<file path="src/design/ugen_pkg.sv">
`default_nettype none

package ugen_pkg;

    // word geometry
    localparam int DATA_WIDTH = 32;
    localparam int WORD_WIDTH = 2 * DATA_WIDTH;

    // context memory and gate memory address widths
    localparam int CTX_ADDR_WIDTH  = 6;
    localparam int GATE_ADDR_WIDTH = 6;

    // qubit count and cx position width
    localparam int QBIT_WIDTH = 6;

    // fixed payload lengths, sparse length depends on qubit count
    localparam int unsigned DENSE_LEN = 5;
    localparam int unsigned CX_LEN    = 1;

    // control fsm state codes
    localparam int STATE_WIDTH = 3;
    localparam logic [STATE_WIDTH-1:0] ST_IDLE      = 3'd0;
    localparam logic [STATE_WIDTH-1:0] ST_COUNT     = 3'd1;
    localparam logic [STATE_WIDTH-1:0] ST_TYPE      = 3'd2;
    localparam logic [STATE_WIDTH-1:0] ST_WAIT_TYPE = 3'd3;
    localparam logic [STATE_WIDTH-1:0] ST_PAYLOAD   = 3'd4;
    localparam logic [STATE_WIDTH-1:0] ST_DRAIN     = 3'd5;
    localparam logic [STATE_WIDTH-1:0] ST_PAUSE     = 3'd6;

    // code 3 is unused
    typedef enum logic [1:0] {
        SPARSE = 2'd0,
        DENSE  = 2'd1,
        CX     = 2'd2
    } matrix_type_e;

    // label carried along with each read
    typedef enum logic [1:0] {
        KIND_COUNT   = 2'd0,
        KIND_TYPE    = 2'd1,
        KIND_PAYLOAD = 2'd2
    } word_kind_e;

    // word 0, matrix count in the low bits
    typedef struct packed {
        logic [WORD_WIDTH-CTX_ADDR_WIDTH-1:0] rsvd;
        logic [CTX_ADDR_WIDTH-1:0]            count;
    } hdr_view_t;

    // first word of every matrix
    typedef struct packed {
        logic [WORD_WIDTH-3:0] rsvd;
        matrix_type_e          mtype;
    } type_view_t;

    // single cx payload word, control in the upper half
    typedef struct packed {
        logic [DATA_WIDTH-1:0] ctrl;
        logic [DATA_WIDTH-1:0] target;
    } cx_view_t;

    typedef union packed {
        hdr_view_t  hdr;
        type_view_t typ;
        cx_view_t   cx;
    } ctx_word_u;

endpackage

`default_nettype wire

</file>
<file path="src/design/ctx_fetch_if.sv">
`timescale 1ns/1ps
`default_nettype none

interface ctx_fetch_if;
    import ugen_pkg::*;

    // read request side
    logic       req;
    word_kind_e req_kind;

    // returned word, one cycle behind the memory strobe
    logic       rvalid;
    word_kind_e rkind;
    ctx_word_u  rword;

    // ctrl also needs rword for the matrix count in the header
    modport ctrl (output req, output req_kind, input rvalid, input rkind, input rword);
    modport fetch (input req, input req_kind, output rvalid, output rkind, output rword);
    // decoder watches the count request to load the qubit count
    modport decoder (input req, input req_kind, input rvalid, input rkind, input rword);
    modport emitter (input rvalid, input rkind, input rword);

endinterface

`default_nettype wire

</file>
<file path="src/design/ctx_fetch.sv">
`timescale 1ns/1ps
`default_nettype none

module ctx_fetch (
    input  logic                                clk,
    input  logic                                rst_n,
    ctx_fetch_if.fetch                          fch,
    output logic                                o_ctx_en,
    output logic [ugen_pkg::CTX_ADDR_WIDTH-1:0] o_ctx_addr,
    input  logic [ugen_pkg::WORD_WIDTH-1:0]     i_ctx_rdata
);
    import ugen_pkg::*;

    // next address for non-header reads
    logic [CTX_ADDR_WIDTH-1:0] ptr_q;
    // kind of the read now on the memory port
    word_kind_e                kind_q;

    always_ff @(posedge clk or negedge rst_n) begin
        if (!rst_n) begin
            ptr_q      <= '0;
            o_ctx_en   <= 1'b0;
            o_ctx_addr <= '0;
            kind_q     <= KIND_COUNT;
            fch.rvalid <= 1'b0;
            fch.rkind  <= KIND_COUNT;
        end else begin
            o_ctx_en   <= fch.req;
            // memory answers one cycle after the strobe
            fch.rvalid <= o_ctx_en;
            fch.rkind  <= kind_q;
            if (fch.req) begin
                kind_q <= fch.req_kind;
                if (fch.req_kind == KIND_COUNT) begin
                    // header always at word 0 so the walk restarts
                    o_ctx_addr <= '0;
                    ptr_q      <= CTX_ADDR_WIDTH'(1);
                end else begin
                    o_ctx_addr <= ptr_q;
                    ptr_q      <= ptr_q + 1'b1;
                end
            end
        end
    end

    // memory output register is the data stage
    assign fch.rword = i_ctx_rdata;

    // a returned word needs a strobe one cycle before
    a_rvalid_follows_en: assert property (
        @(posedge clk) disable iff (!rst_n) fch.rvalid |-> $past(o_ctx_en));

endmodule

`default_nettype wire

</file>
<file path="src/design/matrix_decoder.sv">
`timescale 1ns/1ps
`default_nettype none

module matrix_decoder (
    input  logic                                 clk,
    input  logic                                 rst_n,
    ctx_fetch_if.decoder                         dec,
    input  logic [ugen_pkg::QBIT_WIDTH-1:0]      i_qbit_num,
    output ugen_pkg::matrix_type_e               o_matrix_type,
    output logic [ugen_pkg::GATE_ADDR_WIDTH-1:0] o_payload_len,
    output logic                                 o_type_ready,
    output logic [ugen_pkg::QBIT_WIDTH-1:0]      o_cx_ctrl_pos,
    output logic [ugen_pkg::QBIT_WIDTH-1:0]      o_cx_target_pos
);
    import ugen_pkg::*;

    // qubit count held for the whole circuit
    logic [QBIT_WIDTH-1:0]      qbit_num_q;
    logic                       count_req;
    logic                       type_ret;
    logic                       payload_ret;
    logic [GATE_ADDR_WIDTH-1:0] len_next;

    assign count_req   = dec.req && (dec.req_kind == KIND_COUNT);
    assign type_ret    = dec.rvalid && (dec.rkind == KIND_TYPE);
    assign payload_ret = dec.rvalid && (dec.rkind == KIND_PAYLOAD);

    // payload length from the returning type word
    always_comb begin
        case (dec.rword.typ.mtype)
            // 2n - 2 words
            SPARSE:  len_next = (GATE_ADDR_WIDTH'(qbit_num_q) << 1) - GATE_ADDR_WIDTH'(2);
            DENSE:   len_next = GATE_ADDR_WIDTH'(DENSE_LEN);
            default: len_next = GATE_ADDR_WIDTH'(CX_LEN);
        endcase
    end

    always_ff @(posedge clk or negedge rst_n) begin
        if (!rst_n) begin
            qbit_num_q      <= '0;
            o_matrix_type   <= SPARSE;
            o_payload_len   <= '0;
            o_type_ready    <= 1'b0;
            o_cx_ctrl_pos   <= '0;
            o_cx_target_pos <= '0;
        end else begin
            o_type_ready <= type_ret;
            if (count_req) begin
                qbit_num_q <= i_qbit_num;
            end
            if (type_ret) begin
                o_matrix_type <= dec.rword.typ.mtype;
                o_payload_len <= len_next;
            end
            // cx carries positions, nothing else
            if (payload_ret && o_matrix_type == CX) begin
                o_cx_ctrl_pos   <= dec.rword.cx.ctrl[QBIT_WIDTH-1:0];
                o_cx_target_pos <= dec.rword.cx.target[QBIT_WIDTH-1:0];
            end
        end
    end

    // context image must only hold known type codes
    a_type_known: assert property (
        @(posedge clk) disable iff (!rst_n)
        type_ret |-> (2'(dec.rword.typ.mtype) != 2'd3));

    // sparse length needs at least two qubits
    a_qbit_min: assert property (
        @(posedge clk) disable iff (!rst_n)
        count_req |=> (qbit_num_q >= QBIT_WIDTH'(2)));

endmodule

`default_nettype wire

</file>
<file path="src/design/gate_emitter.sv">
`timescale 1ns/1ps
`default_nettype none

module gate_emitter (
    input  logic                                 clk,
    input  logic                                 rst_n,
    ctx_fetch_if.emitter                         emt,
    input  ugen_pkg::matrix_type_e               i_matrix_type,
    output logic                                 o_gate_valid,
    output logic [ugen_pkg::GATE_ADDR_WIDTH-1:0] o_gate_addr,
    output logic [ugen_pkg::WORD_WIDTH-1:0]      o_gate
);
    import ugen_pkg::*;

    // next slot in the pe local memory
    logic [GATE_ADDR_WIDTH-1:0] addr_cnt_q;
    logic                       fwd;

    // only sparse and dense words go out
    assign fwd = emt.rvalid && (emt.rkind == KIND_PAYLOAD) && (i_matrix_type != CX);

    always_ff @(posedge clk or negedge rst_n) begin
        if (!rst_n) begin
            addr_cnt_q   <= '0;
            o_gate_valid <= 1'b0;
        end else begin
            o_gate_valid <= fwd;
            // new matrix, start again at slot 0
            if (emt.rvalid && emt.rkind == KIND_TYPE) begin
                addr_cnt_q <= '0;
            end else if (fwd) begin
                addr_cnt_q <= addr_cnt_q + 1'b1;
            end
        end
    end

    // gate data and address, qualified by o_gate_valid
    always_ff @(posedge clk) begin
        if (fwd) begin
            o_gate      <= emt.rword;
            o_gate_addr <= addr_cnt_q;
        end
    end

    // decoder type must already be cx-free when a gate leaves
    a_no_gate_on_cx: assert property (
        @(posedge clk) disable iff (!rst_n) o_gate_valid |-> (i_matrix_type != CX));

endmodule

`default_nettype wire

</file>
<file path="src/design/ugen_ctrl.sv">
`timescale 1ns/1ps
`default_nettype none

module ugen_ctrl (
    input  logic                                 clk,
    input  logic                                 rst_n,
    ctx_fetch_if.ctrl                            ctl,
    input  logic                                 i_start,
    input  logic                                 i_continue,
    input  logic [ugen_pkg::GATE_ADDR_WIDTH-1:0] i_payload_len,
    input  logic                                 i_type_ready,
    output logic                                 o_done_temporality,
    output logic                                 o_done
);
    import ugen_pkg::*;

    logic [STATE_WIDTH-1:0]     state_q;
    // matrices in the circuit, from word 0
    logic [CTX_ADDR_WIDTH-1:0]  mat_cnt_q;
    // matrix being streamed
    logic [CTX_ADDR_WIDTH-1:0]  mat_idx_q;
    // payload reads issued / returned for this matrix
    logic [GATE_ADDR_WIDTH-1:0] issue_cnt_q;
    logic [GATE_ADDR_WIDTH-1:0] ret_cnt_q;
    logic                       payload_ret;
    logic                       last_ret;
    logic                       last_mat;

    // read requests straight from the state
    always_comb begin
        ctl.req      = 1'b0;
        ctl.req_kind = KIND_TYPE;
        case (state_q)
            ST_COUNT: begin
                ctl.req      = 1'b1;
                ctl.req_kind = KIND_COUNT;
            end
            ST_TYPE: begin
                ctl.req      = 1'b1;
                ctl.req_kind = KIND_TYPE;
            end
            ST_PAYLOAD: begin
                ctl.req      = 1'b1;
                ctl.req_kind = KIND_PAYLOAD;
            end
            default: begin
                ctl.req = 1'b0;
            end
        endcase
    end

    assign payload_ret = ctl.rvalid && (ctl.rkind == KIND_PAYLOAD);
    assign last_ret    = payload_ret && (ret_cnt_q == i_payload_len - 1'b1);
    assign last_mat    = (mat_idx_q == mat_cnt_q - 1'b1);

    always_ff @(posedge clk or negedge rst_n) begin
        if (!rst_n) begin
            state_q            <= ST_IDLE;
            mat_cnt_q          <= '0;
            mat_idx_q          <= '0;
            issue_cnt_q        <= '0;
            ret_cnt_q          <= '0;
            o_done_temporality <= 1'b0;
            o_done             <= 1'b0;
        end else begin
            // pulses by default low
            o_done_temporality <= 1'b0;
            o_done             <= 1'b0;
            // header returns while waiting for the type
            if (ctl.rvalid && ctl.rkind == KIND_COUNT) begin
                mat_cnt_q <= ctl.rword.hdr.count;
            end
            if (payload_ret) begin
                ret_cnt_q <= ret_cnt_q + 1'b1;
            end
            case (state_q)
                ST_IDLE: begin
                    if (i_start) begin
                        state_q   <= ST_COUNT;
                        mat_idx_q <= '0;
                    end
                end
                ST_COUNT: begin
                    state_q <= ST_TYPE;
                end
                ST_TYPE: begin
                    state_q <= ST_WAIT_TYPE;
                end
                ST_WAIT_TYPE: begin
                    // length valid once the decoder flags it
                    if (i_type_ready) begin
                        state_q     <= ST_PAYLOAD;
                        issue_cnt_q <= '0;
                        ret_cnt_q   <= '0;
                    end
                end
                ST_PAYLOAD: begin
                    // back-to-back payload reads
                    issue_cnt_q <= issue_cnt_q + 1'b1;
                    if (issue_cnt_q == i_payload_len - 1'b1) begin
                        state_q <= ST_DRAIN;
                    end
                end
                ST_DRAIN: begin
                    // up to two reads still in flight
                    if (last_ret) begin
                        o_done_temporality <= 1'b1;
                        mat_idx_q          <= mat_idx_q + 1'b1;
                        if (last_mat) begin
                            o_done  <= 1'b1;
                            state_q <= ST_IDLE;
                        end else begin
                            state_q <= ST_PAUSE;
                        end
                    end
                end
                ST_PAUSE: begin
                    // hold until the pe array asks for more
                    if (i_continue) begin
                        state_q <= ST_TYPE;
                    end
                end
                default: begin
                    state_q <= ST_IDLE;
                end
            endcase
        end
    end

    // quiet states see no new reads and nothing left in the fetch pipe
    a_quiet_when_waiting: assert property (
        @(posedge clk) disable iff (!rst_n)
        (state_q == ST_IDLE || state_q == ST_PAUSE) |-> (!ctl.req && !ctl.rvalid));

endmodule

`default_nettype wire

</file>
<file path="src/design/coo_matrix_generator.sv">
`timescale 1ns/1ps
`default_nettype none

module coo_matrix_generator (
    input  logic                                 clk,
    input  logic                                 rst_n,
    input  logic                                 i_start,
    input  logic                                 i_continue,
    input  logic [ugen_pkg::QBIT_WIDTH-1:0]      i_qbit_num,
    input  logic [ugen_pkg::WORD_WIDTH-1:0]      i_ctx_rdata,
    output logic                                 o_ctx_en,
    output logic [ugen_pkg::CTX_ADDR_WIDTH-1:0]  o_ctx_addr,
    output logic [1:0]                           o_matrix_type,
    output logic [ugen_pkg::QBIT_WIDTH-1:0]      o_cx_ctrl_pos,
    output logic [ugen_pkg::QBIT_WIDTH-1:0]      o_cx_target_pos,
    output logic                                 o_done_temporality,
    output logic                                 o_gate_valid,
    output logic [ugen_pkg::GATE_ADDR_WIDTH-1:0] o_gate_addr,
    output logic [ugen_pkg::WORD_WIDTH-1:0]      o_gate,
    output logic                                 o_done
);
    import ugen_pkg::*;

    // decoder to emitter and out to the pe array
    matrix_type_e               matrix_type;
    logic [GATE_ADDR_WIDTH-1:0] payload_len;
    logic                       type_ready;

    ctx_fetch_if fetch_bus ();

    assign o_matrix_type = matrix_type;

    ugen_ctrl ctrl_i (
        .clk                (clk),
        .rst_n              (rst_n),
        .ctl                (fetch_bus.ctrl),
        .i_start            (i_start),
        .i_continue         (i_continue),
        .i_payload_len      (payload_len),
        .i_type_ready       (type_ready),
        .o_done_temporality (o_done_temporality),
        .o_done             (o_done)
    );

    ctx_fetch fetch_i (
        .clk         (clk),
        .rst_n       (rst_n),
        .fch         (fetch_bus.fetch),
        .o_ctx_en    (o_ctx_en),
        .o_ctx_addr  (o_ctx_addr),
        .i_ctx_rdata (i_ctx_rdata)
    );

    matrix_decoder decoder_i (
        .clk             (clk),
        .rst_n           (rst_n),
        .dec             (fetch_bus.decoder),
        .i_qbit_num      (i_qbit_num),
        .o_matrix_type   (matrix_type),
        .o_payload_len   (payload_len),
        .o_type_ready    (type_ready),
        .o_cx_ctrl_pos   (o_cx_ctrl_pos),
        .o_cx_target_pos (o_cx_target_pos)
    );

    gate_emitter emitter_i (
        .clk           (clk),
        .rst_n         (rst_n),
        .emt           (fetch_bus.emitter),
        .i_matrix_type (matrix_type),
        .o_gate_valid  (o_gate_valid),
        .o_gate_addr   (o_gate_addr),
        .o_gate        (o_gate)
    );

endmodule

`default_nettype wire

</file>
<file path="config.mk">
export PLATFORM = sky130hd
export DESIGN_NAME = coo_matrix_generator
export DESIGN_NICKNAME = d
export VERILOG_FILES = /design/src/design/ugen_pkg.sv /design/src/design/ctx_fetch_if.sv /design/src/design/ctx_fetch.sv /design/src/design/matrix_decoder.sv /design/src/design/gate_emitter.sv /design/src/design/ugen_ctrl.sv /design/src/design/coo_matrix_generator.sv
export SDC_FILE = /design/constraint.sdc
export NUM_CORES = 1
export LEC_CHECK = 0
export BUFFER_PORTS_ARGS = -buffer_cell sky130_fd_sc_hd__buf_2
export CORE_MARGIN = 8
export CORE_UTILIZATION = 47
export CTS_CLUSTER_SIZE = 25
export DETAILED_ROUTE_END_ITERATION = 7
export HOLD_SLACK_MARGIN = 0.12
export PLACE_DENSITY = 0.76
export REMOVE_ABC_BUFFERS = 1
export SLEW_MARGIN = 20
export SYNTH_ARGS = -nofsm -noshare
export SYNTH_HDL_FRONTEND = slang
export SYNTH_SLANG_ARGS = --single-unit
</file>
<file path="constraint.sdc">
create_clock -name clk -period 5.1 [get_ports clk]
set_input_delay 0 -clock clk [delete_from_list [all_inputs] [get_ports clk]]
set_output_delay 0 -clock clk [all_outputs]
set_load 0.02 [all_outputs]
</file>
Yosys cells after proc, flatten, opt, wreduce, memory -nomap -nowiden

Index checks and enable logic that the tools add are counted.

Flip-flop bits (word level): 150
Input port bits: 74
Output and inout bits: 94
Word-level logic and storage cells: 95

$add $sub $neg: 8
Equality and inequality tests: 19
Muxes and demuxes: 27
Reductions and logical operators: 18

Operators with widths:

| cell                                                                    | number |
|---|---|
| 6-bit 2-to-1 mux                                                        | 10 |
| 6-bit one-hot mux with 2 select lines                                   | 3 |
| 6-bit by 1-bit adder with 6-bit output, second input constant           | 5 |
| 3-bit one-hot mux with 7 select lines                                   | 1 |
| 6-bit == test                                                           | 3 |
| 3-bit 2-to-1 mux                                                        | 6 |
| 6-bit by 1-bit subtractor with 6-bit output, second input constant      | 2 |
| 3-bit == test, second input constant                                    | 3 |
| 1-bit logical AND                                                       | 7 |
| 3-bit by 2-bit == test with 1-bit output, second input constant         | 2 |
| 2-bit logical NOT                                                       | 3 |
| 1-bit 2-to-1 mux                                                        | 6 |
| 2-bit by 1-bit inequality test with 1-bit output, second input constant | 3 |
| 2-bit inequality test, second input constant                            | 3 |
| 2-bit nonzero test                                                      | 3 |
| 6-bit by 2-bit subtractor with 6-bit output, second input constant      | 1 |
| 5-bit AND reduction                                                     | 1 |
| 2-bit by 1-bit == test with 1-bit output, second input constant         | 2 |
| 2-bit == test, second input constant                                    | 2 |
| 2-bit one-hot mux with 2 select lines                                   | 1 |
| 3-bit by 1-bit == test with 1-bit output, second input constant         | 1 |
| 3-bit logical NOT                                                       | 1 |
| 3-bit AND reduction                                                     | 1 |
| 3-bit OR reduction                                                      | 1 |
| 2-bit AND reduction                                                     | 1 |

Logic depth before layout (Yosys ltp)

Depth in word-level cells: 5
Mapped depth: 9
Gate-level depth less buffers: 8

By module

Synthesis repeated with hierarchy kept, for this count alone.

Cells, all modules: 509
Area, all modules: 6590.1 sq um

Modules (own cells, without submodules):

| module         | instances | cells an instance | area each (sq um) | seq. area each (sq um) |
|---|---|---|---|---|
| gate_emitter   | 1         | 105               | 2458.6            | 2277.2 |
| ugen_ctrl      | 1         | 198               | 1849.3            | 725.7 |
| ctx_fetch      | 1         | 131               | 1214.9            | 450.4 |
| matrix_decoder | 1         | 75                | 1067.3            | 650.6 |

Worst setup path after synthesis

No wires, ideal clock.

Kind: reg2reg
Start point: reg fetch_i.fch.rkind[0]
End point: reg emitter_i.addr_cnt_q[5]
Setup time: 0.122 ns
Arrival time: 5.080 ns
Data required time: 4.978 ns
Path slack: -0.102 ns
Stages on the path, launching flop included: 7
Path buffers: 0
Period minus slack after synthesis: 5.202 ns
Path through: dfrtp_1 > nand3b_1 > a21oi_1 > and4_1 > nand3_1 > xor2_1 > nor2_1

Word-level cells in the longest chain between the ends: 4
Elaborated cells on any way between the ends: 7
Those cells by class: 2 x eq/ne; 1 x mux; 4 x reduce/logical

Ends and longest elaborated chain:

| element                        | RTL line           | RTL |
|---|---|---|
| start: declaration             | ctx_fetch_if.sv:18 | `modport fetch (input req, input req_kind, output rvalid, output rkind, output rword);` |
| start signal: assignment       | ctx_fetch.sv:31    | `fch.rkind <= kind_q;` |
| 2-bit == test                  | gate_emitter.sv:20 | `assign fwd = emt.rvalid && (emt.rkind == KIND_PAYLOAD) && (i_matrix_type != CX);` |
| 1-bit logical AND (2 in a row) | gate_emitter.sv:20 |  |
| via emitter_i.fwd              | gate_emitter.sv:17 | `logic fwd;` |
| 2-bit nonzero test (no line)   | n/a                |  |
| end signal: assignment         | gate_emitter.sv:32 | `addr_cnt_q <= addr_cnt_q + 1'b1;` |
| end: declaration               | gate_emitter.sv:16 | `logic [GATE_ADDR_WIDTH-1:0] addr_cnt_q;` |

The timed path passes the listed nets, and every way through them passes these cells.
A chain may end at the register's enable or synchronous reset.

Final worst setup path

Start point: reg decoder_i.o_payload_len[0] (netlist bit)
End point: reg ctrl_i.mat_idx_q[4]

Word-level cells in the longest chain between the ends: 5

Ends and longest elaborated chain:

| element                                                    | RTL line             | RTL |
|---|---|---|
| start: declaration                                         | matrix_decoder.sv:10 | `output logic [ugen_pkg::GATE_ADDR_WIDTH-1:0] o_payload_len,` |
| start signal: assignment                                   | matrix_decoder.sv:53 | `o_payload_len <= len_next;` |
| 6-bit by 1-bit subtractor with 6-bit output                | ugen_ctrl.sv:53      | `assign last_ret = payload_ret && (ret_cnt_q == i_payload_len - 1'b1);` |
| 6-bit == test                                              | ugen_ctrl.sv:53      |  |
| 1-bit logical AND                                          | ugen_ctrl.sv:53      |  |
| 2-bit by 1-bit inequality test with 1-bit output (no line) | n/a                  |  |
| 3-bit AND reduction (no line)                              | n/a                  |  |
| end signal: assignment                                     | ugen_ctrl.sv:108     | `mat_idx_q <= mat_idx_q + 1'b1;` |
| end: declaration                                           | ugen_ctrl.sv:21      | `logic [CTX_ADDR_WIDTH-1:0] mat_idx_q;` |

No other way between the ends.

==> summary.txt <==
Clock network
  • CTS root buffer: clkbuf_16
  • Sink Count: 150
  • CTS Buf Count: 17
  • Clk slew on worst S/H paths: 0.06 ns
  • Hold_buf cts: 71
  • CTS tree: done
  • Worst skew pair latency: 0.41 ns
  • Clock buffer depth: 2
  • PostCTS Resize Cnt: 0
  • Setup Fix Bufs, Post-CTS: 0
  • H-tree depth: 4

Floorplanning
  • Die H: 128.4 um
  • Die area: 16480 um^2
  • Width of the die: 128.4 um
  • I/O pin count: 168
  • Row count: 41
  • Initial Utilization: 47.62%
  • Core area: 12470 um^2

STA
  • Fin Clk Skew: 0.009513 ns
  • Period utilisation layout: 47.06%
  • Rel. slew slack: 28.76%
  • Min Tclk post-route: 2.400 ns
  • Hold Fails Final Rpt: 0
  • Fmax: 0.4166 GHz
  • Setup TNS: 0 ns
  • Slew @ Worst Pin: 1.066 ns
  • Hold Slack: 0.1695 ns
  • Count of final max-slew check failures: 0
  • Unrepaired setup endpoints after global routing: no
  • Setup slack after layout: 2.700 ns
  • Final setup viols: 0

Logic synthesis
  • Synth warnings: 0
  • Synth async-reset ratio: 53.33%
  • Register area share after synthesis: 69.14%
  • Yosys reg bits: 150
  • Post-synth EDFFs: 70
  • Post-synth cell types: 55
  • Synth Flop Type: dfrtp_1
  • Synth Instances: 438
  • Synthesized area: 5936 um^2
  • Avg Cell Area, Syn: 13.55 um^2

Route
  • Post-route ant nets: 0
  • Vias post-DR: 4465
  • 1st-iter DRT viols: 228
  • DR DRC count: 0
  • DR WL/cell: 18.99 um
  • Pre-antenna DRT Iters: 4
  • Vias per cell: 5.144
  • Routed WL: 16.49 mm

Status
  • Status: completed

Run
  • Max_cap viols: 0

Placed design
  • Place WS: 2.710 ns
  • PortBufs: 166
  • Routability Congestion: 0.8939
  • Hpwl dp: 10.39 mm
  • Dpl cell area: 6953 um^2

Cells and area
  • Final Instance Area: 8273 um^2
  • Diode count: 0
  • Fin util: 66.37%
  • Layout cells sized above 1: 32.33%
  • Syn-to-layout area delta: 39.38%
  • FILL cells: 840
  • Final nets: 765

Pwr
  • VDD IR-drop max: 0.2877 mV
  • Pwr dens: 485.5 nW/um^2
  • LEAKAGE: 3.665 nW

Critical path
  • Crit path cell chain: inv_1, ha_1, nor3b_1, xnor2_1, nor4_4, nand3_2, o311ai_1
  • Critical Path Start Type: flop
  • Critical path class: reg2reg
  • CP Capture Type: flop
  • Crit path max-delay cell type: nor4_4
  • CP max stage delay: 0.48 ns
  • Reg2reg end: ctrl_i.mat_idx_q[4]
  • Critical Path RT: 5.41 ns
  • Critical path arrival: 2.71 ns
  • Critical R2R Launch: decoder_i.o_payload_len[0]
  • Reg2Reg Setup Slack: 2.70 ns
  • Worst r2r path cells: 7
  • Crit path max fanout: 6

Global route
  • Grt ovf: 0
  • First-pass GRT wire length: 25.65 mm
  • Largest net degree at the start of global routing: 81
  • Vias in the first global route: 4642
  • GRT Total Usage: 20.44%
  • Initial antenna violation count: 0

Worst hold path
  • Min-Delay Path Class: in2async
==> report_power, final <==
group | switching [mW] | internal (mW)
clock network | 0.492 | 0.773
logic | 0.571 | 0.457
registers | 0.243 | 1.48
==> routing by layer <==
layer  part of all wire (%)  wire length, um  GRT usage (%)  vias to the layer above
li1                       -                -              -                     2060
met1                     39             6412          22.66                     2151
met2                     49             8055          34.79                      225
met3                    9.5             1564          7.447                       29
met4                    2.7              452          8.811                        0
met5                      0                0              0                        -
==> placed cells by master, fill, tap and decap left out, types with 8 or more instances in the layout <==
master,n
ha_1,8
dlygate4sd3_1,71
xor2_1,15
edfxtp_1,70
xnor2_1,24
o21ai_0,16
nor2_1,24
nand2_1,50
dfrtp_1,80
nand4_1,9
nor3_1,11
nand3_1,17
buf_2,165
a21oi_1,9
mux2_2,17
clkbuf_16,17
inv_1,13
==> registers in the layout, summed over array words and instances, names as in the netlist, 2 cells and up <==
signal,count
decoder_i.o_matrix_type,2
emitter_i.o_gate_addr,6
decoder_i.o_cx_target_pos,6
emitter_i.o_gate,64
decoder_i.qbit_num_q,5
fetch_i.ptr_q,6
fetch_i.o_ctx_addr,6
decoder_i.o_payload_len,6
fetch_i.fch.rkind,2
ctrl_i.mat_cnt_q,6
ctrl_i.mat_idx_q,6
decoder_i.o_cx_ctrl_pos,6
emitter_i.addr_cnt_q,6
ctrl_i.state_q,3
ctrl_i.issue_cnt_q,6
ctrl_i.ret_cnt_q,6
fetch_i.kind_q,2
==> per-stage QoR <==
step | cells | power [mW]
floorplan | 426 | 2.411
global placement | 765 | 2.662
detailed placement | 765 | 2.716
CTS | 868 | 4.036
global route | 868 | 4.241
finish | 868 | 4.017
==> cells by family after synthesis <==
| group | share of synthesized area (%) |
|---|---|
| AOI/OAI and AO/OA | 6.704 |
| xor gates and xnor gates | 5.755 |
| adders and majority gates | 1.686 |
| buffers and inverters | 1.855 |
| DFF | 69.14 |
| muxes | 3.562 |
| and+or+nand+nor | 11.30 |
==> synthesized netlist by cell type, types with 2 or more instances <==
master    instances  area (um^2)
mux2_2           17        191.4
a22o_1            2        17.52
buf_2             4        20.02
o21ai_0          16        80.08
edfxtp_1         70         2102
buf_1             2        7.510
nand2b_1          2        12.51
a21oi_1          10        50.05
xnor2_1          24        210.2
clkinv_1          2        7.510
ha_1              8        100.1
nor3b_1           4        30.03
and3b_1           2        17.52
nand4_1           9        56.30
o21ai_1           5        25.02
clkbuf_1          6        22.52
nor2_1           24        90.09
mux2i_1           2        20.02
o31ai_1           4        30.03
nand3_1          17        85.08
inv_1            13        48.80
xor2_1           15        131.4
a31oi_1           4        25.02
dfrtp_1          80         2002
nand2_1          50        187.7
nand3b_1          2        15.01
nor3_1           12        60.06
or4_1             2        15.01
o21a_1            2        15.01
and3_1            3        18.77
==> critical path: cells and delay by family (launching register included) <==
family / cells / cell delay, ns
AOI/OAI and AO/OA: 1 / 0.30
and+or+nand+nor: 3 / 1.07
buffers and inverters: 1 / 0.10
xor gates and xnor gates: 1 / 0.19
adders and majority gates: 1 / 0.19
DFF: 1 / 0.45
==> layout make-up <==
cell class | count | area (um^2) | area share [%]
Clock buffer | 18 | 429.2 | 5.188
Clock inverter | 14 | 171.4 | 2.072
Inverter | 16 | 60.06 | 0.7260
Multi-Input combinational cell | 260 | 1738 | 21.01
Sequential cell | 150 | 4104 | 49.61
Tap cell | 172 | 215.2 | 2.601
Timing Repair Buffer | 238 | 1555 | 18.80
==> how the worst max path moves through the flow <==
stage | from | to | slack, ns | cells past startpoint
2_1_floorplan | fetch_i.fch.rkind[0] | emitter_i.addr_cnt_q[5] | -0.10 | 6
3_5_place_dp | decoder_i.o_payload_len[0] | ctrl_i.mat_idx_q[4] | 2.71 | 7
6_report | decoder_i.o_payload_len[0] | ctrl_i.mat_idx_q[4] | 2.70 | 7
3_3_place_gp | decoder_i.o_payload_len[0] | ctrl_i.mat_idx_q[4] | 2.78 | 7
4_1_cts | decoder_i.o_payload_len[0] | ctrl_i.mat_idx_q[4] | 2.70 | 7
5_1_grt | decoder_i.o_payload_len[0] | ctrl_i.mat_idx_q[4] | 2.51 | 7
Note: power is estimated with default switching activity, not from simulation.
